### config.mk
export PLATFORM = sky130hd
export DESIGN_NAME = core_ctrl
export DESIGN_NICKNAME = d
export VERILOG_FILES = /design/src/source/core_csr_pkg.sv /design/src/source/core_ctrl_pkg.sv /design/src/source/controller_fsm.sv /design/src/source/core_ctrl.sv /design/src/source/cs_registers.sv /design/src/source/cycle_counter.sv /design/src/source/int_controller.sv
export SDC_FILE = /design/constraint.sdc
export NUM_CORES = 1
export LEC_CHECK = 0
export CORE_UTILIZATION = 50
export DETAILED_ROUTE_END_ITERATION = 6
export DONT_BUFFER_PORTS = 1
export GPL_TIMING_DRIVEN = 1
export PLACE_DENSITY = 0.71
export SETUP_SLACK_MARGIN = 0.4
export SYNTH_ARGS = -nofsm -noshare
export SYNTH_HDL_FRONTEND = slang
export SYNTH_SLANG_ARGS = --single-unit
### constraint.sdc
create_clock -name clk_i -period 5.63 [get_ports clk_i]
set_input_delay 1.126 -clock clk_i [delete_from_list [all_inputs] [get_ports clk_i]]
set_output_delay 1.126 -clock clk_i [all_outputs]
set_load 0.01 [all_outputs]
### src/source/core_csr_pkg.sv
// CSR addresses, CSR operation codes, mstatus bit positions and CSR data width
package core_csr_pkg;

  //////////////////////////////////////////////////////////////////////
  // CSR address map
  //////////////////////////////////////////////////////////////////////

  // Standard machine-mode addresses
  typedef enum logic [11:0] {
    CSR_MSTATUS = 12'h300,
    CSR_MIE     = 12'h304,
    CSR_MCAUSE  = 12'h342,
    // Low word of the cycle counter
    CSR_MCYCLE  = 12'hB00
  } csr_addr_e;

  //////////////////////////////////////////////////////////////////////
  // CSR operations
  //////////////////////////////////////////////////////////////////////

  // Write, set bits, clear bits
  typedef enum logic [1:0] {
    CSR_OP_WRITE = 2'b01,
    CSR_OP_SET   = 2'b10,
    CSR_OP_CLEAR = 2'b11
  } csr_op_e;

  // Global interrupt enable and its saved copy
  localparam int MSTATUS_MIE_BIT  = 3;
  localparam int MSTATUS_MPIE_BIT = 7;

  // Data width of every CSR
  localparam int CSR_DATA_W = 32;

endpackage

### src/source/core_ctrl_pkg.sv
// Controller state encoding, interrupt line count, interrupt id width and mcause flag
package core_ctrl_pkg;

  //////////////////////////////////////////////////////////////////////
  // Controller states
  //////////////////////////////////////////////////////////////////////

  typedef enum logic [2:0] {
    // Waiting for fetch enable
    RESET        = 3'd0,
    // One cycle of boot setup
    BOOT_SET     = 3'd1,
    // Normal running
    FUNCTIONAL   = 3'd2,
    // Stopped after wfi, waiting for wake-up
    SLEEP        = 3'd3,
    // Halted in debug mode
    DEBUG_HALTED = 3'd4
  } ctrl_state_e;

  //////////////////////////////////////////////////////////////////////
  // Interrupts
  //////////////////////////////////////////////////////////////////////

  // Number of interrupt lines
  localparam int IRQ_NUM = 32;

  // Width of an interrupt id
  localparam int IRQ_ID_W = 5;

  // Interrupt flag position in mcause
  localparam int MCAUSE_IRQ_BIT = 31;

endpackage

### src/source/controller_fsm.sv
// Controller FSM for boot, run, sleep and debug halt with interrupt acknowledge
`timescale 1ns/10ps

module controller_fsm (
  input  logic clk_i,
  input  logic rst_i,

  input  logic fetch_enable_i,

  // From interrupt controller
  input  logic irq_req_i,
  input  logic irq_wu_i,

  // Debug and pipeline events
  input  logic debug_req_i,
  input  logic wfi_i,
  input  logic dret_i,

  output logic irq_ack_o,
  output logic count_en_o,
  output logic core_sleep_o,
  output logic debug_havereset_o,
  output logic debug_running_o,
  output logic debug_halted_o
);

  core_ctrl_pkg::ctrl_state_e state_q;
  core_ctrl_pkg::ctrl_state_e state_d;

  // Sticky fetch enable
  logic fetch_enable_q;
  logic fetch_enable;
  // Set by reset, cleared once boot completes
  logic havereset_q;

  //////////////////////////////////////////////////////////////////////
  // Fetch enable and havereset
  //////////////////////////////////////////////////////////////////////

  always_ff @(posedge clk_i) begin
    if (rst_i) begin
      fetch_enable_q <= 1'b0;
    end else if (fetch_enable_i) begin
      fetch_enable_q <= 1'b1;
    end
  end

  assign fetch_enable = fetch_enable_i | fetch_enable_q;

  // Drops together with the move to FUNCTIONAL
  always_ff @(posedge clk_i) begin
    if (rst_i) begin
      havereset_q <= 1'b1;
    end else if (state_q == core_ctrl_pkg::BOOT_SET) begin
      havereset_q <= 1'b0;
    end
  end

  //////////////////////////////////////////////////////////////////////
  // Next state and acknowledge
  //////////////////////////////////////////////////////////////////////

  always_comb begin
    state_d   = state_q;
    irq_ack_o = 1'b0;
    case (state_q)
      core_ctrl_pkg::RESET: begin
        if (fetch_enable) begin
          state_d = core_ctrl_pkg::BOOT_SET;
        end
      end
      core_ctrl_pkg::BOOT_SET: begin
        state_d = core_ctrl_pkg::FUNCTIONAL;
      end
      core_ctrl_pkg::FUNCTIONAL: begin
        // Debug beats interrupts, interrupts beat wfi
        if (debug_req_i) begin
          state_d = core_ctrl_pkg::DEBUG_HALTED;
        end else if (irq_req_i) begin
          irq_ack_o = 1'b1;
        end else if (wfi_i) begin
          state_d = core_ctrl_pkg::SLEEP;
        end
      end
      core_ctrl_pkg::SLEEP: begin
        // Wake-up does not need the global enable
        if (debug_req_i) begin
          state_d = core_ctrl_pkg::DEBUG_HALTED;
        end else if (irq_wu_i) begin
          state_d = core_ctrl_pkg::FUNCTIONAL;
        end
      end
      core_ctrl_pkg::DEBUG_HALTED: begin
        if (dret_i) begin
          state_d = core_ctrl_pkg::FUNCTIONAL;
        end
      end
      default: begin
        state_d = core_ctrl_pkg::RESET;
      end
    endcase
  end

  always_ff @(posedge clk_i) begin
    if (rst_i) begin
      state_q <= core_ctrl_pkg::RESET;
    end else begin
      state_q <= state_d;
    end
  end

  //////////////////////////////////////////////////////////////////////
  // Status outputs
  //////////////////////////////////////////////////////////////////////

  // Counting only while running code
  assign count_en_o        = (state_q == core_ctrl_pkg::FUNCTIONAL);
  assign core_sleep_o      = (state_q == core_ctrl_pkg::SLEEP);
  assign debug_halted_o    = (state_q == core_ctrl_pkg::DEBUG_HALTED);
  assign debug_running_o   = (state_q == core_ctrl_pkg::FUNCTIONAL) ||
                             (state_q == core_ctrl_pkg::SLEEP);
  assign debug_havereset_o = havereset_q;

  // MIE clear in the CSRs must drop the request after one ack
  a_ack_single: assert property (@(posedge clk_i) disable iff (rst_i)
    irq_ack_o |=> !irq_ack_o);

endmodule

### src/source/core_ctrl.sv
// Top level of the control slice with interrupt controller, CSRs, FSM and cycle counter
`timescale 1ns/10ps

module core_ctrl #(
  parameter int MCYCLE_WIDTH = 64
) (
  input  logic                                clk_i,
  input  logic                                rst_i,
  input  logic                                fetch_enable_i,

  // Interrupts, debug and pipeline events
  input  logic [core_ctrl_pkg::IRQ_NUM-1:0]   irq_i,
  input  logic                                debug_req_i,
  input  logic                                wfi_i,
  input  logic                                mret_i,
  input  logic                                dret_i,

  // CSR port
  input  logic                                csr_we_i,
  input  core_csr_pkg::csr_addr_e             csr_addr_i,
  input  core_csr_pkg::csr_op_e               csr_op_i,
  input  logic [core_csr_pkg::CSR_DATA_W-1:0] csr_wdata_i,
  input  core_csr_pkg::csr_addr_e             csr_raddr_i,
  output logic [core_csr_pkg::CSR_DATA_W-1:0] csr_rdata_o,

  output logic                                irq_ack_o,
  output logic [core_ctrl_pkg::IRQ_ID_W-1:0]  irq_id_o,
  output logic [MCYCLE_WIDTH-1:0]             mcycle_o,
  output logic                                core_sleep_o,
  output logic                                debug_havereset_o,
  output logic                                debug_running_o,
  output logic                                debug_halted_o
);

  logic                                irq_req;
  logic                                irq_wu;
  logic                                count_en;
  logic [core_ctrl_pkg::IRQ_NUM-1:0]   mie;
  logic                                m_irq_enable;
  logic                                mcycle_we;
  logic [core_csr_pkg::CSR_DATA_W-1:0] mcycle_wdata;

  //////////////////////////////////////////////////////////////////////
  // Interrupt controller
  //////////////////////////////////////////////////////////////////////

  int_controller int_controller_i (
    .clk_i          ( clk_i        ),
    .rst_i          ( rst_i        ),
    .irq_i          ( irq_i        ),
    .mie_i          ( mie          ),
    .m_irq_enable_i ( m_irq_enable ),
    .irq_req_o      ( irq_req      ),
    .irq_wu_o       ( irq_wu       ),
    .irq_id_o       ( irq_id_o     )
  );

  //////////////////////////////////////////////////////////////////////
  // CSRs
  //////////////////////////////////////////////////////////////////////

  cs_registers cs_registers_i (
    .clk_i          ( clk_i                                     ),
    .rst_i          ( rst_i                                     ),
    .csr_we_i       ( csr_we_i                                  ),
    .csr_addr_i     ( csr_addr_i                                ),
    .csr_op_i       ( csr_op_i                                  ),
    .csr_wdata_i    ( csr_wdata_i                               ),
    .csr_raddr_i    ( csr_raddr_i                               ),
    .csr_rdata_o    ( csr_rdata_o                               ),
    .irq_ack_i      ( irq_ack_o                                 ),
    .irq_id_i       ( irq_id_o                                  ),
    .mret_i         ( mret_i                                    ),
    // Only the low word is readable
    .mcycle_i       ( mcycle_o[core_csr_pkg::CSR_DATA_W-1:0]    ),
    .mie_o          ( mie                                       ),
    .m_irq_enable_o ( m_irq_enable                              ),
    .mcycle_we_o    ( mcycle_we                                 ),
    .mcycle_wdata_o ( mcycle_wdata                              )
  );

  //////////////////////////////////////////////////////////////////////
  // Controller FSM and cycle counter
  //////////////////////////////////////////////////////////////////////

  controller_fsm controller_fsm_i (
    .clk_i             ( clk_i             ),
    .rst_i             ( rst_i             ),
    .fetch_enable_i    ( fetch_enable_i    ),
    .irq_req_i         ( irq_req           ),
    .irq_wu_i          ( irq_wu            ),
    .debug_req_i       ( debug_req_i       ),
    .wfi_i             ( wfi_i             ),
    .dret_i            ( dret_i            ),
    .irq_ack_o         ( irq_ack_o         ),
    .count_en_o        ( count_en          ),
    .core_sleep_o      ( core_sleep_o      ),
    .debug_havereset_o ( debug_havereset_o ),
    .debug_running_o   ( debug_running_o   ),
    .debug_halted_o    ( debug_halted_o    )
  );

  cycle_counter #(
    .MCYCLE_WIDTH ( MCYCLE_WIDTH )
  ) cycle_counter_i (
    .clk_i       ( clk_i        ),
    .rst_i       ( rst_i        ),
    .count_en_i  ( count_en     ),
    .load_i      ( mcycle_we    ),
    .load_data_i ( mcycle_wdata ),
    .mcycle_o    ( mcycle_o     )
  );

endmodule

### src/source/cs_registers.sv
// Machine CSRs mstatus, mie and mcause with read/write port, trap and mret updates
`timescale 1ns/10ps

module cs_registers (
  input  logic                                clk_i,
  input  logic                                rst_i,

  // Software CSR access
  input  logic                                csr_we_i,
  input  core_csr_pkg::csr_addr_e             csr_addr_i,
  input  core_csr_pkg::csr_op_e               csr_op_i,
  input  logic [core_csr_pkg::CSR_DATA_W-1:0] csr_wdata_i,
  input  core_csr_pkg::csr_addr_e             csr_raddr_i,
  output logic [core_csr_pkg::CSR_DATA_W-1:0] csr_rdata_o,

  // Trap and return events
  input  logic                                irq_ack_i,
  input  logic [core_ctrl_pkg::IRQ_ID_W-1:0]  irq_id_i,
  input  logic                                mret_i,

  // Counter low word in, load out
  input  logic [core_csr_pkg::CSR_DATA_W-1:0] mcycle_i,
  output logic [core_ctrl_pkg::IRQ_NUM-1:0]   mie_o,
  output logic                                m_irq_enable_o,
  output logic                                mcycle_we_o,
  output logic [core_csr_pkg::CSR_DATA_W-1:0] mcycle_wdata_o
);

  localparam int DW = core_csr_pkg::CSR_DATA_W;

  logic                              mstatus_mie_q;
  logic                              mstatus_mpie_q;
  logic [core_ctrl_pkg::IRQ_NUM-1:0] mie_q;
  logic [DW-1:0]                     mcause_q;

  // Read views and post-operation write values
  logic [DW-1:0] mstatus_rdata;
  logic [DW-1:0] mstatus_wdata;
  logic [DW-1:0] mie_wdata;
  logic [DW-1:0] mcause_wdata;
  logic [DW-1:0] trap_cause;

  // Per-register write strobes
  logic we_mstatus;
  logic we_mie;
  logic we_mcause;

  // Write, set or clear against the old value
  function automatic logic [DW-1:0] csr_apply(input core_csr_pkg::csr_op_e op,
                                              input logic [DW-1:0] old_val,
                                              input logic [DW-1:0] wdata);
    case (op)
      core_csr_pkg::CSR_OP_WRITE: return wdata;
      core_csr_pkg::CSR_OP_SET:   return old_val | wdata;
      core_csr_pkg::CSR_OP_CLEAR: return old_val & ~wdata;
      default:                    return old_val;
    endcase
  endfunction

  //////////////////////////////////////////////////////////////////////
  // Write decode
  //////////////////////////////////////////////////////////////////////

  always_comb begin
    mstatus_rdata = '0;
    mstatus_rdata[core_csr_pkg::MSTATUS_MIE_BIT]  = mstatus_mie_q;
    mstatus_rdata[core_csr_pkg::MSTATUS_MPIE_BIT] = mstatus_mpie_q;
  end

  // Cause word of a taken interrupt
  always_comb begin
    trap_cause = '0;
    trap_cause[core_ctrl_pkg::MCAUSE_IRQ_BIT]  = 1'b1;
    trap_cause[core_ctrl_pkg::IRQ_ID_W-1:0]    = irq_id_i;
  end

  assign we_mstatus  = csr_we_i && (csr_addr_i == core_csr_pkg::CSR_MSTATUS);
  assign we_mie      = csr_we_i && (csr_addr_i == core_csr_pkg::CSR_MIE);
  assign we_mcause   = csr_we_i && (csr_addr_i == core_csr_pkg::CSR_MCAUSE);
  assign mcycle_we_o = csr_we_i && (csr_addr_i == core_csr_pkg::CSR_MCYCLE);

  assign mstatus_wdata  = csr_apply(csr_op_i, mstatus_rdata, csr_wdata_i);
  assign mie_wdata      = csr_apply(csr_op_i, mie_q, csr_wdata_i);
  assign mcause_wdata   = csr_apply(csr_op_i, mcause_q, csr_wdata_i);
  // Counter owns the register, only the new low word is formed here
  assign mcycle_wdata_o = csr_apply(csr_op_i, mcycle_i, csr_wdata_i);

  //////////////////////////////////////////////////////////////////////
  // Registers
  //////////////////////////////////////////////////////////////////////

  // Trap first, then mret, then software
  always_ff @(posedge clk_i) begin
    if (rst_i) begin
      mstatus_mie_q  <= 1'b0;
      mstatus_mpie_q <= 1'b0;
    end else if (irq_ack_i) begin
      mstatus_mpie_q <= mstatus_mie_q;
      mstatus_mie_q  <= 1'b0;
    end else if (mret_i) begin
      mstatus_mie_q  <= mstatus_mpie_q;
      mstatus_mpie_q <= 1'b1;
    end else if (we_mstatus) begin
      mstatus_mie_q  <= mstatus_wdata[core_csr_pkg::MSTATUS_MIE_BIT];
      mstatus_mpie_q <= mstatus_wdata[core_csr_pkg::MSTATUS_MPIE_BIT];
    end
  end

  always_ff @(posedge clk_i) begin
    if (rst_i) begin
      mie_q <= '0;
    end else if (we_mie) begin
      mie_q <= mie_wdata;
    end
  end

  always_ff @(posedge clk_i) begin
    if (rst_i) begin
      mcause_q <= '0;
    end else if (irq_ack_i) begin
      mcause_q <= trap_cause;
    end else if (we_mcause) begin
      mcause_q <= mcause_wdata;
    end
  end

  assign mie_o          = mie_q;
  assign m_irq_enable_o = mstatus_mie_q;

  // Combinational read port
  always_comb begin
    case (csr_raddr_i)
      core_csr_pkg::CSR_MSTATUS: csr_rdata_o = mstatus_rdata;
      core_csr_pkg::CSR_MIE:     csr_rdata_o = mie_q;
      core_csr_pkg::CSR_MCAUSE:  csr_rdata_o = mcause_q;
      core_csr_pkg::CSR_MCYCLE:  csr_rdata_o = mcycle_i;
      default:                   csr_rdata_o = '0;
    endcase
  end

  // Controller never acknowledges on an mret cycle
  a_ack_mret_excl: assert property (@(posedge clk_i) disable iff (rst_i)
    !(irq_ack_i && mret_i));

endmodule

### src/source/cycle_counter.sv
// Wide cycle counter with count enable and a low-word load
`timescale 1ns/10ps

module cycle_counter #(
  parameter int MCYCLE_WIDTH = 64
) (
  input  logic                                clk_i,
  input  logic                                rst_i,

  input  logic                                count_en_i,

  // CSR write of the low word
  input  logic                                load_i,
  input  logic [core_csr_pkg::CSR_DATA_W-1:0] load_data_i,

  output logic [MCYCLE_WIDTH-1:0]             mcycle_o
);

  // Bits replaced by a load
  localparam logic [MCYCLE_WIDTH-1:0] LOW_MASK =
    MCYCLE_WIDTH'({core_csr_pkg::CSR_DATA_W{1'b1}});

  logic [MCYCLE_WIDTH-1:0] mcycle_q;

  // Load wins over counting, upper bits kept
  always_ff @(posedge clk_i) begin
    if (rst_i) begin
      mcycle_q <= '0;
    end else if (load_i) begin
      mcycle_q <= (mcycle_q & ~LOW_MASK) | MCYCLE_WIDTH'(load_data_i);
    end else if (count_en_i) begin
      mcycle_q <= mcycle_q + 1'b1;
    end
  end

  assign mcycle_o = mcycle_q;

endmodule

### src/source/int_controller.sv
// Interrupt controller with pending register, mie masking, wake-up and priority pick
`timescale 1ns/10ps

module int_controller (
  input  logic                                clk_i,
  input  logic                                rst_i,

  // Raw interrupt lines
  input  logic [core_ctrl_pkg::IRQ_NUM-1:0]   irq_i,

  // From CSRs
  input  logic [core_ctrl_pkg::IRQ_NUM-1:0]   mie_i,
  input  logic                                m_irq_enable_i,

  // To controller FSM
  output logic                                irq_req_o,
  output logic                                irq_wu_o,
  output logic [core_ctrl_pkg::IRQ_ID_W-1:0]  irq_id_o
);

  // Registered lines
  logic [core_ctrl_pkg::IRQ_NUM-1:0] mip_q;
  // Pending and enabled in mie
  logic [core_ctrl_pkg::IRQ_NUM-1:0] irq_masked;

  //////////////////////////////////////////////////////////////////////
  // Pending register
  //////////////////////////////////////////////////////////////////////

  // A line high at an edge is pending from that edge on
  always_ff @(posedge clk_i) begin
    if (rst_i) begin
      mip_q <= '0;
    end else begin
      mip_q <= irq_i;
    end
  end

  assign irq_masked = mip_q & mie_i;

  // Wake-up ignores the global enable
  assign irq_wu_o  = |irq_masked;
  assign irq_req_o = irq_wu_o & m_irq_enable_i;

  //////////////////////////////////////////////////////////////////////
  // Priority pick
  //////////////////////////////////////////////////////////////////////

  // Upward scan, last hit wins
  // so the highest-numbered enabled line is chosen
  always_comb begin
    irq_id_o = '0;
    for (int i = 0; i < core_ctrl_pkg::IRQ_NUM; i++) begin
      if (irq_masked[i]) begin
        irq_id_o = core_ctrl_pkg::IRQ_ID_W'(i);
      end
    end
  end

endmodule

# ---- After elaboration in Yosys (flattened, before gate mapping)
# Cells that the tools add are included.
dict set report totals {
  register_bits 167
  latchBits 0
  ramBits 0
  rom_bits 0
  in_bits 98
  out_inout_bits 106
  elab_cells 122
  mem_count 0
}
dict set report op_classes {
  addsub 1
  multipliers 0
  div 0
  order_cmp 0
  eq_ne 20
  n_shift 0
  muxes 56
  bitwise 13
  reduce_logical 22
}
# operator count
set op_table {}
lappend op_table {{$pmux W32 S3} 3}
lappend op_table {{$and A32 B32 Y32} 4}
lappend op_table {{$mux W64} 2}
lappend op_table {{$pmux W32 S4} 1}
lappend op_table {{$or A32 B32 Y32} 3}
lappend op_table {{$mux W5} 16}
lappend op_table {{$eq A12 B10 Y1 const B} 6}
lappend op_table {{$add A64 B1 Y64 const B} 1}
lappend op_table {{$mux W32} 2}
lappend op_table {{$or A64 B32 Y64} 1}
lappend op_table {{$mux W3} 11}
lappend op_table {{$mux W4} 8}
lappend op_table {{$not A32 Y32} 1}
lappend op_table {{$reduce_or A32 Y1} 1}
lappend op_table {{$eq A12 B12 Y1 const B} 2}
lappend op_table {{$pmux W8 S3} 1}
lappend op_table {{$pmux W3 S5} 1}
lappend op_table {{$reduce_and A2 Y1} 5}
lappend op_table {{$mux W1} 9}
lappend op_table {{$and A8 B8 Y8} 1}
lappend op_table {{$or A8 B8 Y8} 1}
lappend op_table {{$reduce_bool A4 Y1} 2}
lappend op_table {{$eq A3 B2 Y1 const B} 2}
lappend op_table {{$ne A3 B3 Y1 const B} 2}
lappend op_table {{other kinds (18)} 26}

# ---- Depth between registers and ports, before layout
dict set report depth {
  word_depth 33
  depth_mapped 10
  depth_no_buf 8
}

# ---- By module
# Synthesis repeated with hierarchy kept, for this count alone.
dict set report hier_totals {
  cells_unflattened 1117
  hier_area_um2 9510.4
}
# module instances cells_each area_each_um2 seq_area_each_um2
set modules_own_cells {}
lappend modules_own_cells {cs_registers 1 520 4446.8 1321.3}
lappend modules_own_cells {cycle_counter 1 416 3409.5 1281.2}
lappend modules_own_cells {int_controller 1 148 1378.8 640.6}
lappend modules_own_cells {controller_fsm 1 33 275.3 100.1}

# ---- Least setup slack after synthesis
# No wires, ideal clock.
dict set report synth_timing {
  kind {input-to-output}
  startpoint {input port csr_raddr_i[0]}
  endpoint {output port csr_rdata_o[3] (netlist name)}
  arrival_time_ps 2514
  required_ps 4504
  slack_ps 1990
  path_stages 6
  n_path_buf 1
  path_cell_list {nor4_1 > nand2_1 > nor4_1 > clkbuf_1 > a222oi_1 > inv_1}
}
dict set report synth_via {
  elab_chain_len 2
  word_cells_on_any_way 5
  classes_between {4 x eq/ne; 1 x mux}
}
# item line_no
set synth_rtl {}
lappend synth_rtl {{start, declared} core_ctrl.sv:23} ;# input core_csr_pkg::csr_addr_e csr_raddr_i,
lappend synth_rtl {{$eq A12 B12 Y1 / $eq A12 B10 Y1 (equally long branches)} cs_registers.sv:132} ;# case (csr_raddr_i)
lappend synth_rtl {{$pmux W32 S4 (*)} cs_registers.sv:132}
lappend synth_rtl {{end, declared} core_ctrl.sv:24} ;# output logic [core_csr_pkg::CSR_DATA_W-1:0] csr_rdata_o,
# Mark *: on every way between the ends. The rest lies on a longest branch, timed or not.

# ---- Worst setup path in the final report
dict set report layout_timing {
  startpoint {input port csr_raddr_i[7]}
  endpoint {output port csr_rdata_o[18] (netlist name)}
}
# Same word-level chain as after synthesis.

==> metrics.csv <==
metric;value;unit
status;finished, violations left;
violations;design-rule violations;
crit_path_end_kind;primary output;
core_region_area;0.01796;mm^2
startpoint_type;input pin;
synth-seq-cells;167;
cts_num_sinks;167;
clockBufferDepth;2;
fin_area;0.009866;mm^2
vias;8780;
power_leakage;3.518;nW
post-route-drc-count;10;
cts_tree;built;
post_dp_cell_area;0.009258;mm^2
antenna_cells;0;
power_density;264.5;mW/mm^2
critPathKind;input pin to primary output;
grt_pass1_vias;7692;
seq_area;0.003343;mm^2
area_growth;7.425;%
synthCells;1142;
hp-class;flip-flop to flip-flop;
root_buffer;clkbuf_16;
first_pass_iters;7;
multi_input_area;0.005339;mm^2
arrival;2.87;ns
initial_core_util;0.5112;
via_per_inst;6.592;
drive_gt1_frac;0.09248;
antenna_found_initial;0;
slowest_delay;0.46;ns
syn_avg_cell_area;8.042;um^2
ys_types;68;
track_usage;0.2993;
grt_overflow;0;
nNetsFinal;1195;
yosys_warnings;0;
final_cell_mix;dfxtp_1, nor2_1, a21oi_1;
grt_max_degree;130;
wl;28790;um
fmax;250.3;MHz
grt_pass1_wl;42940;um
vdd_drop_max;222.0;uV
worstMarginPinSlew;1.028;ns
io_buffers;0;
fin_cells;1332;
cts_buffers;17;
setup_ws;1.635;ns
synth_nets;1245;
final_util;0.5492;
die_w;137.5;um
place_ws;1.646;ns
critical_path.slowest_cell;nor4_1;
h-tree-depth;4;
skew;0.01034;ns
fillCellCount;1696;
rsz0062_at_grt;no;
finalHoldViolCount;0;
holdWs;0.4767;ns
syn-cell-area;0.009184;mm^2
fin_crit_sh;0.7096;
dp_cells;1302;
cts-resized-gates;0;
seq_area_frac_synth;0.3640;
crit_chain;nor4bb_1 -> nand2_1 -> nor4_1 -> and2_1 -> buf_4 -> a222oi_1 -> inv_1;
clk_pin_slew;0.07;ns
hpwl;20050;um
drt_iter0_drc;997;
antenna_left;0;
relSlewSlack;0.3080;
p_total;2.610;mW
ys.flop_type;dfxtp_1;
postCtsSetupBuffers;0;
totalNegativeSetupSlack;0;ns
dieArea;0.01891;mm^2
mostFrequentLayoutCell;dfxtp_1;
top_level_ports;204;
slew_viol_final;0;
maxCapViolations;0;
period_needed;3.995;ns
async_flop_share;0;
die_y;137.5;um
setup_viol;0;
critPathMaxFanout;30;
clock_latency;0.44;ns
synth_edf_count;0;
gp_congestion;0.9889;
rows;49;
wire_per_inst;21.62;um
hold_buffers;0;
required;4.50;ns
rrSetupSlack;2.32;ns
[logic make-up (layout without fill, tap and decap cells)]
group / count (synthesis) / after routing / synth area share
simple gates: 454 / 454 / 0.2515
compound gates: 272 / 272 / 0.2074
flops: 167 / 167 / 0.3640
buf+inv: 135 / 96 / 0.05681
xor+xnor: 73 / 73 / 0.06962
mux: 36 / 36 / 0.04387
fa+ha+maj: 5 / 5 / 0.006812
[cells in the mapped netlist, types with 10 or more instances]
| library cell | count | area (um^2) |
|---|---|---|
| dfxtp_1 | 167 | 3343 |
| nor2_1 | 125 | 469.2 |
| a21oi_1 | 94 | 470.5 |
| nand2_1 | 85 | 319.1 |
| nor3_1 | 75 | 375.4 |
| clkbuf_1 | 70 | 262.8 |
| inv_1 | 55 | 206.5 |
| nor2b_1 | 43 | 269.0 |
| xnor2_1 | 43 | 376.6 |
| a222oi_1 | 33 | 330.3 |
| mux2_2 | 32 | 360.4 |
| nand3_1 | 32 | 160.2 |
| xor2_1 | 30 | 262.8 |
| o22ai_1 | 20 | 125.1 |
| a22oi_1 | 19 | 142.6 |
| nand4_1 | 19 | 118.9 |
| o21ai_0 | 18 | 90.09 |
| a211oi_1 | 12 | 90.09 |
| nor4_1 | 11 | 68.82 |
| o221ai_1 | 10 | 87.58 |
[power breakdown]
part           switching, mW  internal [mW]  leakage [nW]  total (mW)
combinational         0.0859         0.0643          1.87       0.150
clock                  0.515          0.714         0.291        1.23
sequential            0.0279           1.20          1.36        1.23
[worst max-delay path, delay by kind of cell]
family,cells,cell delay (ns)
buffers and inverters,2,0.47
and+or+nand+nor,4,1.08
AOI/OAI and AO/OA,1,0.17
[final timing paths]
path,start,end,cells past startpoint
min,cs_registers_i.mcause_q[31],cs_registers_i.mcause_q[31],2
max reg2reg,cs_registers_i.mie_o[27],cs_registers_i.mcause_q[2],7
min reg2reg,cs_registers_i.mcause_q[31],cs_registers_i.mcause_q[31],2
max,csr_raddr_i[7],csr_rdata_o[18],7
[layer usage]
| layer | vias up | wire length (um) | share of wire | global-route usage |
|---|---|---|---|---|
| li1 | 4051 | - | - | - |
| met1 | 4164 | 11790 | 0.41 | 0.3910 |
| met2 | 499 | 13110 | 0.46 | 0.4668 |
| met3 | 66 | 3064 | 0.11 | 0.07726 |
| met4 | 0 | 826 | 0.029 | 0.1221 |
| met5 | - | 0 | 0 | 0 |
[area by class of cell]
type	instances	share of cell area
Clock inverter	12	0.01712
Clock buffer	18	0.04451
Timing Repair Buffer	11	0.008370
Sequential cell	167	0.3389
Multi-Input combinational cell	840	0.5412
Inverter	55	0.02093
Tap cell	229	0.02904
[state kept, by name, indices dropped and copies added, names as in the netlist]
register	cells
int_controller_i.mip_q	32
cs_registers_i.mie_o	32
cs_registers_i.mcause_q	32
cs_registers_i.mstatus_mpie_q	1
controller_fsm_i.fetch_enable_q	1
cs_registers_i.m_irq_enable_o	1
controller_fsm_i.debug_havereset_o	1
controller_fsm_i.state_q	3
cycle_counter_i.mcycle_o	64
No activity file was read; power rests on OpenSTA's default activity.
